`config.mk`:
```
export PLATFORM = sky130hd
export DESIGN_NAME = wbb_burst_bridge
export DESIGN_NICKNAME = d
export VERILOG_FILES = /design/src/wbb_pkg.sv /design/src/wbb_sync_fifo.sv /design/src/wbb_master_ctrl.sv /design/src/wbb_slave_seq.sv /design/src/wbb_burst_bridge.sv
export VERILOG_INCLUDE_DIRS = /design/src
export SDC_FILE = /design/constraint.sdc
export NUM_CORES = 1
export LEC_CHECK = 0
export BUFFER_PORTS_ARGS = -buffer_cell sky130_fd_sc_hd__buf_2
export CORE_ASPECT_RATIO = 0.8
export CORE_MARGIN = 2
export CORE_UTILIZATION = 45
export CTS_CLUSTER_DIAMETER = 50
export DETAILED_ROUTE_END_ITERATION = 10
export GPL_TIMING_DRIVEN = 1
export PLACE_DENSITY = 0.65
export SYNTH_ARGS = -nofsm -noshare
export SYNTH_HDL_FRONTEND = slang
export SYNTH_SLANG_ARGS = --single-unit
export TNS_END_PERCENT = 5
```
`constraint.sdc`:
```
create_clock -name clk_i -period 3.9 [get_ports clk_i]
set_clock_uncertainty 0.2 [all_clocks]
set_input_delay 0.195 -clock clk_i [delete_from_list [all_inputs] [get_ports clk_i]]
set_output_delay 0.195 -clock clk_i [all_outputs]
set_load 0.02 [all_outputs]
```
`src/wbb_defines.svh`:
```
`ifndef WBB_DEFINES_SVH
`define WBB_DEFINES_SVH

// --------------------
// Bus widths
// --------------------

// Byte address width
`define WBB_AW 32

// Data width
`define WBB_DW 32

// One select bit per byte lane
`define WBB_BW 4

// Burst count width, a count of 1 is one word
`define WBB_BL 10

// --------------------
// Storage sizes
// --------------------

// Entries in each bridge FIFO
`define WBB_FIFO_DP 4

// Word address width of the target, 256 words
`define WBB_MEM_AW 8

`endif

```
`src/wbb_pkg.sv`:
```
`default_nettype none

`include "wbb_defines.svh"

package wbb_pkg;

  // Master controller states
  typedef enum logic [1:0] {
    M_IDLE  = 2'b00,
    M_WRITE = 2'b01,
    M_READ  = 2'b10
  } m_state_e;

  // Memory target states
  typedef enum logic {
    MEM_IDLE  = 1'b0,
    MEM_BURST = 1'b1
  } mem_state_e;

  // Command entry is {adr, we, dat, sel, bl}
  localparam int CMD_W = `WBB_AW + 1 + `WBB_DW + `WBB_BW + `WBB_BL;

  // Response entry is {last, dat}
  localparam int RSP_W = `WBB_DW + 1;

endpackage

`default_nettype wire

```
`src/wbb_sync_fifo.sv`:
```
`timescale 1ns/1ps
`default_nettype none

`include "wbb_defines.svh"

module wbb_sync_fifo #(
  parameter int W = 8
) (
  input  logic         clk_i,
  input  logic         rst_n,
  input  logic         wr_en_i,
  input  logic [W-1:0] wr_data_i,
  input  logic         rd_en_i,
  output logic         full_o,
  output logic         afull_o,
  output logic         empty_o,
  output logic         aempty_o,
  output logic [W-1:0] rd_data_o
);

  localparam int PW = $clog2(`WBB_FIFO_DP);
  localparam logic [PW:0]   CNT_FULL = (PW+1)'(`WBB_FIFO_DP);
  localparam logic [PW:0]   CNT_ONE  = (PW+1)'(1);
  localparam logic [PW-1:0] PTR_LAST = PW'(`WBB_FIFO_DP - 1);

  logic [W-1:0]  mem [`WBB_FIFO_DP];
  logic [PW-1:0] wr_ptr;
  logic [PW-1:0] rd_ptr;
  logic [PW:0]   count;
  logic          do_wr;
  logic          do_rd;

  // Overflow and underflow requests are dropped
  assign do_wr = wr_en_i && !full_o;
  assign do_rd = rd_en_i && !empty_o;

  // --------------------
  // Pointers and count
  // --------------------
  always_ff @(posedge clk_i) begin
    if (!rst_n) begin
      wr_ptr <= '0;
      rd_ptr <= '0;
      count  <= '0;
    end else begin
      if (do_wr) begin
        wr_ptr <= (wr_ptr == PTR_LAST) ? '0 : wr_ptr + 1'b1;
      end
      if (do_rd) begin
        rd_ptr <= (rd_ptr == PTR_LAST) ? '0 : rd_ptr + 1'b1;
      end
      // Simultaneous push and pop leaves count alone
      case ({do_wr, do_rd})
        2'b10:   count <= count + 1'b1;
        2'b01:   count <= count - 1'b1;
        default: count <= count;
      endcase
    end
  end

  // Storage array
  always_ff @(posedge clk_i) begin
    if (do_wr) begin
      mem[wr_ptr] <= wr_data_i;
    end
  end

  // Head word shows without a read request
  assign rd_data_o = mem[rd_ptr];

  // Status flags
  assign full_o   = (count == CNT_FULL);
  assign afull_o  = (count == CNT_FULL - CNT_ONE);
  assign empty_o  = (count == '0);
  assign aempty_o = (count == CNT_ONE);

endmodule

`default_nettype wire

```
`src/wbb_master_ctrl.sv`:
```
`timescale 1ns/1ps
`default_nettype none

`include "wbb_defines.svh"

module wbb_master_ctrl (
  input  logic                      clk_i,
  input  logic                      rst_n,
  input  logic                      wbm_stb_i,
  input  logic                      wbm_we_i,
  input  logic [`WBB_AW-1:0]        wbm_adr_i,
  input  logic [`WBB_DW-1:0]        wbm_dat_i,
  input  logic [`WBB_BW-1:0]        wbm_sel_i,
  input  logic [`WBB_BL-1:0]        wbm_bl_i,
  input  logic                      wbm_bry_i,
  input  logic                      cmd_full_i,
  input  logic                      rsp_empty_i,
  input  logic                      rsp_aempty_i,
  input  logic [wbb_pkg::RSP_W-1:0] rsp_data_i,
  output logic                      cmd_wr_en_o,
  output logic [wbb_pkg::CMD_W-1:0] cmd_wr_data_o,
  output logic                      rsp_rd_en_o,
  output logic [`WBB_DW-1:0]        wbm_dat_o,
  output logic                      wbm_ack_o,
  output logic                      wbm_lack_o
);

  localparam logic [`WBB_BL-1:0] ONE_BEAT = `WBB_BL'(1);

  wbb_pkg::m_state_e  state;
  logic [`WBB_BL-1:0] bl_cnt;
  logic               rd_ready;

  // Command entry taken straight off the master bus
  // Written on the edge that closes the ack cycle
  assign cmd_wr_data_o = {wbm_adr_i, wbm_we_i, wbm_dat_i, wbm_sel_i, wbm_bl_i};

  // Read data is the response head
  assign wbm_dat_o = rsp_data_i[`WBB_DW-1:0];

  // Back to back read ack
  // A pop already pending needs a second entry behind it
  assign rd_ready = wbm_bry_i && !rsp_empty_i && !(wbm_ack_o && rsp_aempty_i);

  // --------------------
  // Master FSM
  // --------------------
  always_ff @(posedge clk_i) begin
    if (!rst_n) begin
      state       <= wbb_pkg::M_IDLE;
      bl_cnt      <= '0;
      cmd_wr_en_o <= 1'b0;
      rsp_rd_en_o <= 1'b0;
      wbm_ack_o   <= 1'b0;
      wbm_lack_o  <= 1'b0;
    end else begin
      // Single cycle pulses by default
      cmd_wr_en_o <= 1'b0;
      rsp_rd_en_o <= 1'b0;
      wbm_ack_o   <= 1'b0;
      wbm_lack_o  <= 1'b0;
      case (state)
        wbb_pkg::M_IDLE: begin
          // stb may still be high in the lack cycle
          if (wbm_stb_i && wbm_bry_i && !cmd_full_i && !wbm_lack_o) begin
            cmd_wr_en_o <= 1'b1;
            if (!wbm_we_i) begin
              // One command entry for the whole read
              bl_cnt <= wbm_bl_i;
              state  <= wbb_pkg::M_READ;
            end else begin
              wbm_ack_o <= 1'b1;
              bl_cnt    <= wbm_bl_i - 1'b1;
              if (wbm_bl_i == ONE_BEAT) begin
                wbm_lack_o <= 1'b1;
              end else begin
                state <= wbb_pkg::M_WRITE;
              end
            end
          end
        end
        wbb_pkg::M_WRITE: begin
          // Skip the ack cycle so the pending push is counted in full
          if (!wbm_ack_o && wbm_bry_i && !cmd_full_i) begin
            cmd_wr_en_o <= 1'b1;
            wbm_ack_o   <= 1'b1;
            if (bl_cnt == ONE_BEAT) begin
              wbm_lack_o <= 1'b1;
              state      <= wbb_pkg::M_IDLE;
            end else begin
              bl_cnt <= bl_cnt - 1'b1;
            end
          end
        end
        wbb_pkg::M_READ: begin
          // One response entry per ack
          if (rd_ready) begin
            rsp_rd_en_o <= 1'b1;
            wbm_ack_o   <= 1'b1;
            if (bl_cnt == ONE_BEAT) begin
              wbm_lack_o <= 1'b1;
              state      <= wbb_pkg::M_IDLE;
            end else begin
              bl_cnt <= bl_cnt - 1'b1;
            end
          end
        end
        default: begin
          state <= wbb_pkg::M_IDLE;
        end
      endcase
    end
  end

endmodule

`default_nettype wire

```
`src/wbb_slave_seq.sv`:
```
`timescale 1ns/1ps
`default_nettype none

`include "wbb_defines.svh"

module wbb_slave_seq (
  input  logic                      clk_i,
  input  logic                      rst_n,
  input  logic                      cmd_empty_i,
  input  logic                      cmd_aempty_i,
  input  logic [wbb_pkg::CMD_W-1:0] cmd_data_i,
  input  logic                      rsp_full_i,
  input  logic                      rsp_afull_i,
  input  logic [`WBB_DW-1:0]        wbs_dat_i,
  input  logic                      wbs_ack_i,
  input  logic                      wbs_lack_i,
  output logic                      cmd_rd_en_o,
  output logic                      rsp_wr_en_o,
  output logic [wbb_pkg::RSP_W-1:0] rsp_wr_data_o,
  output logic                      wbs_cyc_o,
  output logic                      wbs_stb_o,
  output logic                      wbs_we_o,
  output logic [`WBB_AW-1:0]        wbs_adr_o,
  output logic [`WBB_DW-1:0]        wbs_dat_o,
  output logic [`WBB_BW-1:0]        wbs_sel_o,
  output logic [`WBB_BL-1:0]        wbs_bl_o,
  output logic                      wbs_bry_o
);

  localparam logic [`WBB_BL-1:0] ONE_BEAT = `WBB_BL'(1);

  logic [wbb_pkg::CMD_W-1:0] cmd_held;
  logic [wbb_pkg::CMD_W-1:0] cmd_cur;
  logic                      stb_d;
  logic                      lack_d;
  logic                      burst;
  logic                      stb_rise;

  // --------------------
  // Slave bus request
  // --------------------

  // Held copy covers a write burst whose FIFO ran dry
  assign cmd_cur = cmd_empty_i ? cmd_held : cmd_data_i;
  assign {wbs_adr_o, wbs_we_o, wbs_dat_o, wbs_sel_o, wbs_bl_o} = cmd_cur;

  // Forced low for one cycle after lack
  assign wbs_stb_o = burst || (!lack_d && !cmd_empty_i);
  assign wbs_cyc_o = wbs_stb_o;
  assign stb_rise  = wbs_stb_o && !stb_d;

  // Write needs a data entry left after any pending pop
  // Read needs response space left after any pending push
  assign wbs_bry_o = wbs_we_o ? !(cmd_empty_i || (cmd_rd_en_o && cmd_aempty_i)) :
                                !(rsp_full_i || (rsp_wr_en_o && rsp_afull_i));

  // Write pops per ack, read holds its single entry until lack
  assign cmd_rd_en_o = (wbs_stb_o && wbs_we_o) ? wbs_ack_i : wbs_lack_i;

  // Responses only for reads
  assign rsp_wr_en_o   = wbs_stb_o && !wbs_we_o && wbs_ack_i;
  assign rsp_wr_data_o = {wbs_lack_i, wbs_dat_i};

  // Burst tracking
  always_ff @(posedge clk_i) begin
    if (!rst_n) begin
      cmd_held <= '0;
      stb_d    <= 1'b0;
      lack_d   <= 1'b0;
      burst    <= 1'b0;
    end else begin
      stb_d  <= wbs_stb_o;
      lack_d <= wbs_lack_i;
      if (cmd_rd_en_o && !cmd_empty_i) begin
        cmd_held <= cmd_data_i;
      end
      // Single beats need no burst hold
      if (stb_rise && (wbs_bl_o > ONE_BEAT)) begin
        burst <= 1'b1;
      end else if (wbs_lack_i) begin
        burst <= 1'b0;
      end
    end
  end

endmodule

`default_nettype wire

```
`src/wbb_burst_bridge.sv`:
```
`timescale 1ns/1ps
`default_nettype none

`include "wbb_defines.svh"

module wbb_burst_bridge (
  input  logic               clk_i,
  input  logic               rst_n,
  // Master bus
  input  logic               wbm_cyc_i,
  input  logic               wbm_stb_i,
  input  logic               wbm_we_i,
  input  logic [`WBB_AW-1:0] wbm_adr_i,
  input  logic [`WBB_DW-1:0] wbm_dat_i,
  input  logic [`WBB_BW-1:0] wbm_sel_i,
  input  logic [`WBB_BL-1:0] wbm_bl_i,
  input  logic               wbm_bry_i,
  output logic [`WBB_DW-1:0] wbm_dat_o,
  output logic               wbm_ack_o,
  output logic               wbm_lack_o,
  // Slave bus
  output logic               wbs_cyc_o,
  output logic               wbs_stb_o,
  output logic               wbs_we_o,
  output logic [`WBB_AW-1:0] wbs_adr_o,
  output logic [`WBB_DW-1:0] wbs_dat_o,
  output logic [`WBB_BW-1:0] wbs_sel_o,
  output logic [`WBB_BL-1:0] wbs_bl_o,
  output logic               wbs_bry_o,
  input  logic [`WBB_DW-1:0] wbs_dat_i,
  input  logic               wbs_ack_i,
  input  logic               wbs_lack_i
);

  // Command path
  logic                      cmd_wr_en;
  logic [wbb_pkg::CMD_W-1:0] cmd_wr_data;
  logic                      cmd_full;
  logic                      cmd_rd_en;
  logic                      cmd_empty;
  logic                      cmd_aempty;
  logic [wbb_pkg::CMD_W-1:0] cmd_rd_data;

  // Response path
  logic                      rsp_wr_en;
  logic [wbb_pkg::RSP_W-1:0] rsp_wr_data;
  logic                      rsp_full;
  logic                      rsp_afull;
  logic                      rsp_rd_en;
  logic                      rsp_empty;
  logic                      rsp_aempty;
  logic [wbb_pkg::RSP_W-1:0] rsp_rd_data;

  // stb only counts inside a cycle
  logic                      m_stb;

  assign m_stb = wbm_cyc_i && wbm_stb_i;

  wbb_master_ctrl u_master_ctrl (
    .clk_i         (clk_i),
    .rst_n         (rst_n),
    .wbm_stb_i     (m_stb),
    .wbm_we_i      (wbm_we_i),
    .wbm_adr_i     (wbm_adr_i),
    .wbm_dat_i     (wbm_dat_i),
    .wbm_sel_i     (wbm_sel_i),
    .wbm_bl_i      (wbm_bl_i),
    .wbm_bry_i     (wbm_bry_i),
    .cmd_full_i    (cmd_full),
    .rsp_empty_i   (rsp_empty),
    .rsp_aempty_i  (rsp_aempty),
    .rsp_data_i    (rsp_rd_data),
    .cmd_wr_en_o   (cmd_wr_en),
    .cmd_wr_data_o (cmd_wr_data),
    .rsp_rd_en_o   (rsp_rd_en),
    .wbm_dat_o     (wbm_dat_o),
    .wbm_ack_o     (wbm_ack_o),
    .wbm_lack_o    (wbm_lack_o)
  );

  // Write beats and read commands
  wbb_sync_fifo #(.W(wbb_pkg::CMD_W)) u_cmd_fifo (
    .clk_i     (clk_i),
    .rst_n     (rst_n),
    .wr_en_i   (cmd_wr_en),
    .wr_data_i (cmd_wr_data),
    .rd_en_i   (cmd_rd_en),
    .full_o    (cmd_full),
    .afull_o   (),
    .empty_o   (cmd_empty),
    .aempty_o  (cmd_aempty),
    .rd_data_o (cmd_rd_data)
  );

  // Read data only
  wbb_sync_fifo #(.W(wbb_pkg::RSP_W)) u_rsp_fifo (
    .clk_i     (clk_i),
    .rst_n     (rst_n),
    .wr_en_i   (rsp_wr_en),
    .wr_data_i (rsp_wr_data),
    .rd_en_i   (rsp_rd_en),
    .full_o    (rsp_full),
    .afull_o   (rsp_afull),
    .empty_o   (rsp_empty),
    .aempty_o  (rsp_aempty),
    .rd_data_o (rsp_rd_data)
  );

  wbb_slave_seq u_slave_seq (
    .clk_i         (clk_i),
    .rst_n         (rst_n),
    .cmd_empty_i   (cmd_empty),
    .cmd_aempty_i  (cmd_aempty),
    .cmd_data_i    (cmd_rd_data),
    .rsp_full_i    (rsp_full),
    .rsp_afull_i   (rsp_afull),
    .wbs_dat_i     (wbs_dat_i),
    .wbs_ack_i     (wbs_ack_i),
    .wbs_lack_i    (wbs_lack_i),
    .cmd_rd_en_o   (cmd_rd_en),
    .rsp_wr_en_o   (rsp_wr_en),
    .rsp_wr_data_o (rsp_wr_data),
    .wbs_cyc_o     (wbs_cyc_o),
    .wbs_stb_o     (wbs_stb_o),
    .wbs_we_o      (wbs_we_o),
    .wbs_adr_o     (wbs_adr_o),
    .wbs_dat_o     (wbs_dat_o),
    .wbs_sel_o     (wbs_sel_o),
    .wbs_bl_o      (wbs_bl_o),
    .wbs_bry_o     (wbs_bry_o)
  );

endmodule

`default_nettype wire

```
# Word-level counts from Yosys, hierarchy flattened
# Memory sizes are Yosys's and may differ from the RTL's. A register that Yosys moved wholly into a read port is not among the register bits.
# Index checks and enable logic that the tools add are counted.
[word_totals] reg_bits=112 mem_bits_rw=448 input_bits=118 word_cells=142 n_memories=2
[memory_table] memory="u_cmd_fifo.mem" words=4 word_bits=79 rd=1 rd_clocked_by_memory_dff=1 wr=1 line_no="wbb_sync_fifo.sv:26" source="logic [W-1:0] mem [`WBB_FIFO_DP];"
[memory_table] memory="u_rsp_fifo.mem" words=4 word_bits=33 rd=1 rd_clocked_by_memory_dff=1 wr=1 line_no="wbb_sync_fifo.sv:26"
[op_classes] add_sub_neg=10 magnitude_cmp=1 n_eq_ne=21 n_mux=46 n_reduce_logical=46
[ops] operator="79-bit 2-to-1 mux" count=1
[ops] operator="10-bit 2-to-1 mux" count=5
[ops] operator="10-bit one-hot mux with 3 select lines" count=1
[ops] operator="2-bit 2-to-1 mux" count=14
[ops] operator="1-bit logical AND" count=21
[ops] operator="10-bit by 1-bit equality test with 1-bit output (second input constant)" count=2
[ops] operator="10-bit by 1-bit subtractor with 10-bit output (second input constant)" count=2
[ops] operator="1-bit 2-to-1 mux" count=19
[ops] operator="2-bit equality test (second input constant)" count=7
[ops] operator="1-bit zero test" count=12
[ops] operator="3-bit one-hot mux with 2 select lines" count=2
[ops] operator="10-bit by 1-bit > comparator with 1-bit output (second input constant)" count=1
[ops] operator="2-bit by 1-bit adder with 2-bit output (second input constant)" count=4
[ops] operator="4-bit AND reduction" count=2
[ops] operator="3-bit by 1-bit adder with 3-bit output (second input constant)" count=2
[ops] operator="2-bit by 1-bit equality test with 1-bit output (second input constant)" count=3
[ops] operator="3-bit by 1-bit equality test with 1-bit output (second input constant)" count=2
[ops] operator="3-bit equality test (second input constant)" count=2
[ops] operator="3-bit zero test" count=2
[ops] operator="2-bit by 1-bit inequality test with 1-bit output (second input constant)" count=3
[ops] operator="1-bit one-hot mux with 3 select lines" count=2
[ops] operator="2-bit one-hot mux with 3 select lines" count=1
[ops] operator="2-bit nonzero test" count=3
[ops] operator="3-bit by 1-bit subtractor with 3-bit output (second input constant)" count=2
[ops] operator="other kinds (7)" count=9

# Longest topological paths before layout
[logic_depth] depth_word=10 mapped_depth=12 depth_no_buf=11

# By module
# A second synthesis with hierarchy kept.
[unflattened] cells_unflattened=1477 area_unflattened_um2=23907.9
[modules_own_cells] mod="wbb_sync_fifo (u_cmd_fifo)" instances=1 cells_per_inst=472 area_per_inst_um2=11932.7 seq_area_each_um2=9669.3
[modules_own_cells] mod="wbb_sync_fifo (u_rsp_fifo)" instances=1 cells_per_inst=232 area_per_inst_um2=5325.1 seq_area_each_um2=4144.0
[modules_own_cells] mod="wbb_slave_seq" instances=1 cells_per_inst=501 area_per_inst_um2=4593.2 seq_area_each_um2=1641.6
[modules_own_cells] mod="wbb_master_ctrl" instances=1 cells_per_inst=271 area_per_inst_um2=2050.7 seq_area_each_um2=320.3
[modules_own_cells] mod="wbb_burst_bridge" instances=1 cells_per_inst=1 area_per_inst_um2=6.3 seq_area_each_um2=0.0

# Least setup slack after synthesis
# Ideal clock, no wire load.
[synth_timing] path_kind="register -> register" start="reg u_cmd_fifo.count[0]" end="mem u_cmd_fifo.mem[1][0] (netlist bit) (enable)" setup_time_ns=0.446 arrival_ns=2.743 slack_ns=0.510 stages_incl_launch_ff=5 path_buffers=0 cell_sequence="dfxtp_1 inv_1 ha_1 nand2_1 and3_1"
[synth_via] elab_chain_len=5
[synth_lines] item="start, declared" line_no="wbb_sync_fifo.sv:29" source="logic [PW:0] count;"
[synth_lines] item="start signal, assigned" line_no="wbb_sync_fifo.sv:54" source="2'b10: count <= count + 1'b1;"
[synth_lines] item="start signal, assigned" line_no="wbb_sync_fifo.sv:55" source="2'b01: count <= count - 1'b1;"
[synth_lines] item="start signal, assigned" line_no="wbb_sync_fifo.sv:56" source="default: count <= count;"
[synth_lines] item="3-bit equality test" line_no="wbb_sync_fifo.sv:72" source="assign full_o = (count == CNT_FULL);"
[synth_lines] item="1-bit zero test" line_no="wbb_sync_fifo.sv:34" source="assign do_wr = wr_en_i && !full_o;"
[synth_lines] item="1-bit logical AND" line_no="wbb_sync_fifo.sv:34"
[synth_lines] item="1-bit 2-to-1 mux" line_no="wbb_sync_fifo.sv:63" source="if (do_wr) begin"
[synth_lines] item="1-bit 2-to-1 mux (implied by the code)" line_no="wbb_sync_fifo.sv:64" source="mem[wr_ptr] <= wr_data_i;"
[synth_lines] item="end, declared" line_no="wbb_sync_fifo.sv:26"
# No other way between the ends.

# Worst setup path after layout
[layout_timing] start="reg u_cmd_fifo.count[0]" end="out wbs_bry_o"
[layout_via] elab_chain_len=10 word_cells_on_any_way=18 cone_classes="1 x eq/ne; 3 x mux; 14 x reduce/logical"
[layout_lines] item="3-bit zero test" line_no="wbb_sync_fifo.sv:74" source="assign empty_o = (count == '0);"
[layout_lines] item="1-bit zero test" line_no="wbb_slave_seq.sv:48" source="assign wbs_stb_o = burst || (!lack_d && !cmd_empty_i);"
[layout_lines] item="1-bit logical AND" line_no="wbb_slave_seq.sv:48"
[layout_lines] item="1-bit logical OR" line_no="wbb_slave_seq.sv:48"
[layout_lines] item="1-bit logical AND (on tied branches)" line_no="wbb_slave_seq.sv:58, wbb_slave_seq.sv:61"
[layout_lines] item="1-bit 2-to-1 mux or 1-bit logical AND (tied branches)" line_no="wbb_slave_seq.sv:58, wbb_slave_seq.sv:61"
[layout_lines] item="1-bit logical AND (on tied branches)" line_no="wbb_slave_seq.sv:54, wbb_slave_seq.sv:55"
[layout_lines] item="1-bit logical OR (on tied branches)" line_no="wbb_slave_seq.sv:54, wbb_slave_seq.sv:55"
[layout_lines] item="1-bit zero test (on tied branches)" line_no="wbb_slave_seq.sv:54, wbb_slave_seq.sv:55"
[layout_lines] item="1-bit 2-to-1 mux (*)" line_no="wbb_slave_seq.sv:54" source="assign wbs_bry_o = wbs_we_o ? !(cmd_empty_i || (cmd_rd_en_o && cmd_aempty_i)) :"
[layout_lines] item="end, declared" line_no="wbb_burst_bridge.sv:29" source="output logic wbs_bry_o,"
# Every way passes the cells marked *; elsewhere a longest branch is shown, timed or not.

==> impl_results.html <==
<table>
<tr><th>Metric</th><th>Value</th></tr>
<tr><th colspan="2">Timing</th></tr>
<tr><td>Slew at the pin closest to its max-slew limit</td><td>around 1.0 ns</td></tr>
<tr><td>Worst max-slew margin expressed relative to the limit</td><td>between 30% and 40%</td></tr>
<tr><td>RSZ-0062 raised after global routing</td><td>no</td></tr>
<tr><td>Period utilization</td><td>91.18%</td></tr>
<tr><td>Period minus WS final</td><td>3.556 ns</td></tr>
<tr><td>Count of final hold-check violations</td><td>0</td></tr>
<tr><td>Timing-limited maximum frequency</td><td>roughly 0.28 GHz</td></tr>
<tr><td>Final-layout setup total negative slack</td><td>0 ns</td></tr>
<tr><td># setup viols final</td><td>0</td></tr>
<tr><td>Fin Hold WS</td><td>roughly 0.038 ns</td></tr>
<tr><td>Max Slew Vio Count</td><td>0</td></tr>
<tr><th colspan="2">Worst setup path</th></tr>
<tr><td>Sort of element at the end of the critical path</td><td>output port</td></tr>
<tr><td>Critical path launch point</td><td>u_cmd_fifo.count[0]</td></tr>
<tr><td>Data required time at the worst endpoint</td><td>3.50 ns</td></tr>
<tr><td>Worst path arrival time</td><td>between 3 and 4 ns</td></tr>
<tr><td>Startpoint Class</td><td>register</td></tr>
<tr><td>Setup slack of the most critical reg-to-reg path</td><td>between 0.5 and 0.6 ns</td></tr>
<tr><td>R2r worst-path depth</td><td>9</td></tr>
<tr><td>Slowest stage cell on the critical path</td><td>sky130_fd_sc_hd__buf_4</td></tr>
<tr><td>Startpoint of the worst-slack reg-to-reg timing path</td><td>u_cmd_fifo.count[1]</td></tr>
<tr><td>Largest fanout on the critical path</td><td>58</td></tr>
<tr><td>Classification of the worst setup path</td><td>register to output port</td></tr>
<tr><td>Worst R2R End</td><td>u_cmd_fifo.count[2]</td></tr>
<tr><td>Worst stage delay on the critical path</td><td>approximately 0.63 ns</td></tr>
<tr><td>Ordered list of cells on the worst path</td><td>inv_1 -&gt; ha_1 -&gt; nand2b_4 -&gt; buf_4 -&gt; nand2_1 -&gt; o21ai_0 -&gt; buf_2</td></tr>
<tr><td>CP Capture Point</td><td>wbs_bry_o</td></tr>
<tr><th colspan="2">Clocking</th></tr>
<tr><td>Post-CTS setup buffers</td><td>0</td></tr>
<tr><td>Count of H-tree levels built during CTS</td><td>2</td></tr>
<tr><td>Clock latency at the later pin of the worst-skew pair</td><td>around 0.60 ns</td></tr>
<tr><td>Num CTS Buffers</td><td>56</td></tr>
<tr><td>Gates resized, CTS repair</td><td>0</td></tr>
<tr><td>CTS tree</td><td>built</td></tr>
<tr><td>Clk slew on worst S/H paths</td><td>~0.060 ns</td></tr>
<tr><td>Max clock buf depth</td><td>3</td></tr>
<tr><td>CTS root buf</td><td>sky130_fd_sc_hd__clkbuf_16</td></tr>
<tr><td>Clock sink count</td><td>560</td></tr>
<tr><th colspan="2">Floorplan</th></tr>
<tr><td>Die Y</td><td>just over 200 um</td></tr>
<tr><td>Row count</td><td>72</td></tr>
<tr><td>Area of the die</td><td>0.05111 sq mm</td></tr>
<tr><td>Initial core utilization</td><td>between 40 and 50%</td></tr>
<tr><td>Boundary pin count</td><td>234</td></tr>
<tr><td>Floorplan die width</td><td>approximately 250 um</td></tr>
<tr><td>Floorplan core area</td><td>0.04856 sq mm</td></tr>
<tr><th colspan="2">GRT</th></tr>
<tr><td>Number of global-route vias before repair</td><td>~14k</td></tr>
<tr><td>Global-route wire length before repair</td><td>a little under 80000 um</td></tr>
<tr><td>Remaining global-route overflow</td><td>0</td></tr>
<tr><td>Pin count of the biggest net entering global routing</td><td>83</td></tr>
<tr><td>GRT Overall Usage</td><td>approximately a fifth</td></tr>
<tr><td>Initial antenna violation count</td><td>6</td></tr>
<tr><th colspan="2">Synth</th></tr>
<tr><td>Post-synth EDFFs</td><td>approximately 440</td></tr>
<tr><td>Unique cell type count in the Yosys netlist</td><td>56</td></tr>
<tr><td>Top_reg_cell synth</td><td>sky130_fd_sc_hd__edfxtp_1</td></tr>
<tr><td>Syn Std Cell Area</td><td>roughly 0.022 sq mm</td></tr>
<tr><td>Total nets after synthesis</td><td>1650</td></tr>
<tr><td>Warnings from Yosys</td><td>0</td></tr>
<tr><td>Cells after synthesis</td><td>around 1.5k</td></tr>
<tr><td>Sequential cell area fraction in the yosys report</td><td>a little over two thirds</td></tr>
<tr><td>Total of flip-flops plus latches after synthesis</td><td>560</td></tr>
<tr><td>Post-synthesis area per instance</td><td>between 10 and 15 sq um</td></tr>
<tr><td>Share of flip-flops with an asynchronous set or reset</td><td>0%</td></tr>
<tr><th colspan="2">Routing</th></tr>
<tr><td>Final routed wirelength across all metal layers</td><td>~50000 um</td></tr>
<tr><td>Number of vias per cell after detailed routing</td><td>5.291</td></tr>
<tr><td>Via count</td><td>13.40k</td></tr>
<tr><td>DRC violations left</td><td>0</td></tr>
<tr><td>Uppermost routed layer</td><td>met5</td></tr>
<tr><td>Met2 wire len</td><td>approximately 24000 um</td></tr>
<tr><td>Detailed Route Iter0 Violations</td><td>1016</td></tr>
<tr><td>Detailed-router iteration count before antenna repair</td><td>7</td></tr>
<tr><td>DRT met1 WL</td><td>21760 um</td></tr>
<tr><td>Avg WL per Cell</td><td>roughly 19 um</td></tr>
<tr><td>Detail Route met3 WL</td><td>2775 um</td></tr>
<tr><td>Count of nets left with antenna violations after detail routing</td><td>0</td></tr>
<tr><th colspan="2">Outcome</th></tr>
<tr><td>Outcome</td><td>finished clean</td></tr>
<tr><th colspan="2">Final layout</th></tr>
<tr><td>Area growth, synth to finish</td><td>22.43%</td></tr>
<tr><td>Final Cell Area</td><td>approximately 0.027 sq mm</td></tr>
<tr><td>Fill count</td><td>approximately 3.8k</td></tr>
<tr><td>Share of post-route cells with drive strength above 1</td><td>24.93%</td></tr>
<tr><td>Net count, final</td><td>2000</td></tr>
<tr><td>Commonest non-fill, non-tap cell in the layout</td><td>sky130_fd_sc_hd__edfxtp_1</td></tr>
<tr><td>Commonest cells after routing, fill and taps aside</td><td>sky130_fd_sc_hd__edfxtp_1 (444), sky130_fd_sc_hd__nand2_1 (419), sky130_fd_sc_hd__buf_2 (233)</td></tr>
<tr><th colspan="2">Hold path</th></tr>
<tr><td>Class of the most critical hold timing path</td><td>primary input to register</td></tr>
<tr><th colspan="2">Placement</th></tr>
<tr><td>Detail Placement HPWL</td><td>approximately 29000 um</td></tr>
<tr><td>Count of buffers from port buffering</td><td>about 230</td></tr>
<tr><td>Routability-driven placement congestion ratio</td><td>roughly 0.76</td></tr>
<tr><td>Area post-placement</td><td>0.02407 sq mm</td></tr>
<tr><th colspan="2">Pwr</th></tr>
<tr><td>Leak</td><td>9.726 nW</td></tr>
<tr><td>Overall power of the completed layout</td><td>0.01757 W</td></tr>
<tr><td>Power Dens Cells</td><td>between 600 and 700 mW/mm^2</td></tr>
<tr><td>Worst-case vdd ir drop</td><td>0.3997 mV</td></tr>
<tr><th colspan="2">Flow run</th></tr>
<tr><td>Number of max-cap violations</td><td>0</td></tr>
</table>
[cells by family (layout without fill, tap and decap cells)]
group                      Yosys count  count (layout)  share of synthesized area [%]
other                                0               3                              0
DFF                                560             560                          70.55
xor gates and xnor gates            13              13                         0.5131
buffers and inverters              106             504                          2.019
and+or+nand+nor                    522             522                          9.733
AOI/OAI and AO/OA                  157             157                          4.105
adders and majority gates           29              29                          1.635
muxes                              116             116                          11.44
[critical path, delay by kind of cell, from the launching register on]
kind | cells | cell delay (ns)
flip-flops | 1 | 0.40
adder cells (fa/ha/maj) | 1 | 0.29
AND/OR/NAND/NOR | 2 | 0.51
buffers and inverters | 3 | 0.96
AO/OA/AOI/OAI | 1 | 0.37
[synth_stat cells (4+ instances only)]
master | count | area (sq um)
sky130_fd_sc_hd__a21oi_1 | 103 | 515.5
sky130_fd_sc_hd__o21ai_0 | 11 | 55.05
sky130_fd_sc_hd__nor2_1 | 28 | 105.1
sky130_fd_sc_hd__mux4_2 | 110 | 2477
sky130_fd_sc_hd__nand3_1 | 6 | 30.03
sky130_fd_sc_hd__nand2_1 | 419 | 1573
sky130_fd_sc_hd__and3_1 | 4 | 25.02
sky130_fd_sc_hd__nor2b_1 | 4 | 25.02
sky130_fd_sc_hd__nor3_1 | 17 | 85.08
sky130_fd_sc_hd__ha_1 | 29 | 362.9
sky130_fd_sc_hd__inv_1 | 24 | 90.09
sky130_fd_sc_hd__o31ai_1 | 5 | 37.54
sky130_fd_sc_hd__or4_1 | 4 | 30.03
sky130_fd_sc_hd__nor4_1 | 5 | 31.28
sky130_fd_sc_hd__o21a_1 | 5 | 37.54
sky130_fd_sc_hd__and2_1 | 8 | 50.05
sky130_fd_sc_hd__buf_2 | 25 | 125.1
sky130_fd_sc_hd__edfxtp_1 | 444 | 13330
sky130_fd_sc_hd__a211oi_1 | 4 | 30.03
sky130_fd_sc_hd__dfxtp_1 | 116 | 2322
sky130_fd_sc_hd__xor2_1 | 8 | 70.07
sky130_fd_sc_hd__buf_1 | 7 | 26.28
sky130_fd_sc_hd__buf_4 | 5 | 37.54
sky130_fd_sc_hd__clkbuf_1 | 43 | 161.4
sky130_fd_sc_hd__or3_1 | 4 | 25.02
sky130_fd_sc_hd__xnor2_1 | 5 | 43.79
sky130_fd_sc_hd__a31oi_1 | 7 | 43.79
sky130_fd_sc_hd__mux2i_1 | 5 | 50.05
[flip-flops by register name (all words and copies together) (netlist names), named ones only]
| register | cells |
|---|---|
| u_cmd_fifo.wr_ptr | 2 |
| u_rsp_fifo.mem | 128 |
| u_rsp_fifo.wr_ptr | 2 |
| u_cmd_fifo.rd_ptr | 2 |
| u_cmd_fifo.mem | 316 |
| u_master_ctrl.wbm_ack_o | 1 |
| u_master_ctrl.wbm_lack_o | 1 |
| u_master_ctrl.state | 2 |
| u_master_ctrl.rsp_rd_en_o | 1 |
| u_slave_seq.lack_d | 1 |
| u_master_ctrl.cmd_wr_en_o | 1 |
| u_rsp_fifo.rd_ptr | 2 |
| u_master_ctrl.bl_cnt | 10 |
| u_slave_seq.stb_d | 1 |
| u_rsp_fifo.count | 3 |
| u_cmd_fifo.count | 3 |
| u_slave_seq.cmd_held | 79 |
| u_slave_seq.burst | 1 |
[repair_timing]
| action | in CTS | in global routing |
|---|---|---|
| endpoints found under the hold margin | 465 | 0 |
| hold buffers | 117 | 0 |
| setup endpoints to repair | 0 | 0 |
[layout make-up]
class | instances | area (sq um) | share of cell area, %
Timing Repair Buffer | 372 | 2565 | 9.442
Inverter | 26 | 100.1 | 0.3685
Tap cell | 629 | 787.0 | 2.897
Clock inverter | 31 | 382.9 | 1.409
Antenna cell | 3 | 7.507 | 0.02764
Sequential cell | 560 | 15660 | 57.66
Multi-Input combinational cell | 837 | 6125 | 22.55
Clock buffer | 75 | 1534 | 5.647
[routing by layer]
layer | global-route usage (%) | vias up
met5 | 0 | -
met4 | 5.600 | 4
met3 | 3.744 | 76
met2 | 32.08 | 353
met1 | 26.24 | 6686
li1 | - | 6283
[power breakdown]
group          switching (W)  total, W  internal, W
combinational        0.00325   0.00491      0.00166
clock                0.00227   0.00552      0.00325
sequential          0.000226   0.00714      0.00692
total                0.00574    0.0176       0.0118
[per-stage QoR]
step | setup WS (ns) | utilization, % | cells
after floorplan | 0.5101 | - | 1503
after global placement | 0.6496 | 49.57 | 2307
after detailed placement | 0.5686 | 49.57 | 2307
after CTS | 0.2007 | 55.93 | 2530
after global routing | 0.08307 | 55.94 | 2532
final | 0.3439 | 55.94 | 2533
[worst min-delay path by stage]
| stage | endpoint | cells past startpoint | slack, ns | startpoint |
|---|---|---|---|---|
| after floorplan | u_cmd_fifo.mem[0][0] | 0 | 0.09 | wbm_bl_i[0] |
| after global placement | u_cmd_fifo.mem[3][50] | 1 | 0.21 | wbm_adr_i[3] |
| after detailed placement | u_cmd_fifo.mem[0][66] | 1 | 0.21 | wbm_adr_i[19] |
| after CTS | u_master_ctrl.wbm_lack_o | 5 | 0.01 | wbm_cyc_i |
| after global routing | u_master_ctrl.wbm_lack_o | 5 | 0.08 | wbm_cyc_i |
| final | u_master_ctrl.wbm_lack_o | 5 | 0.04 | wbm_cyc_i |
(Power assumes the default switching activity.)
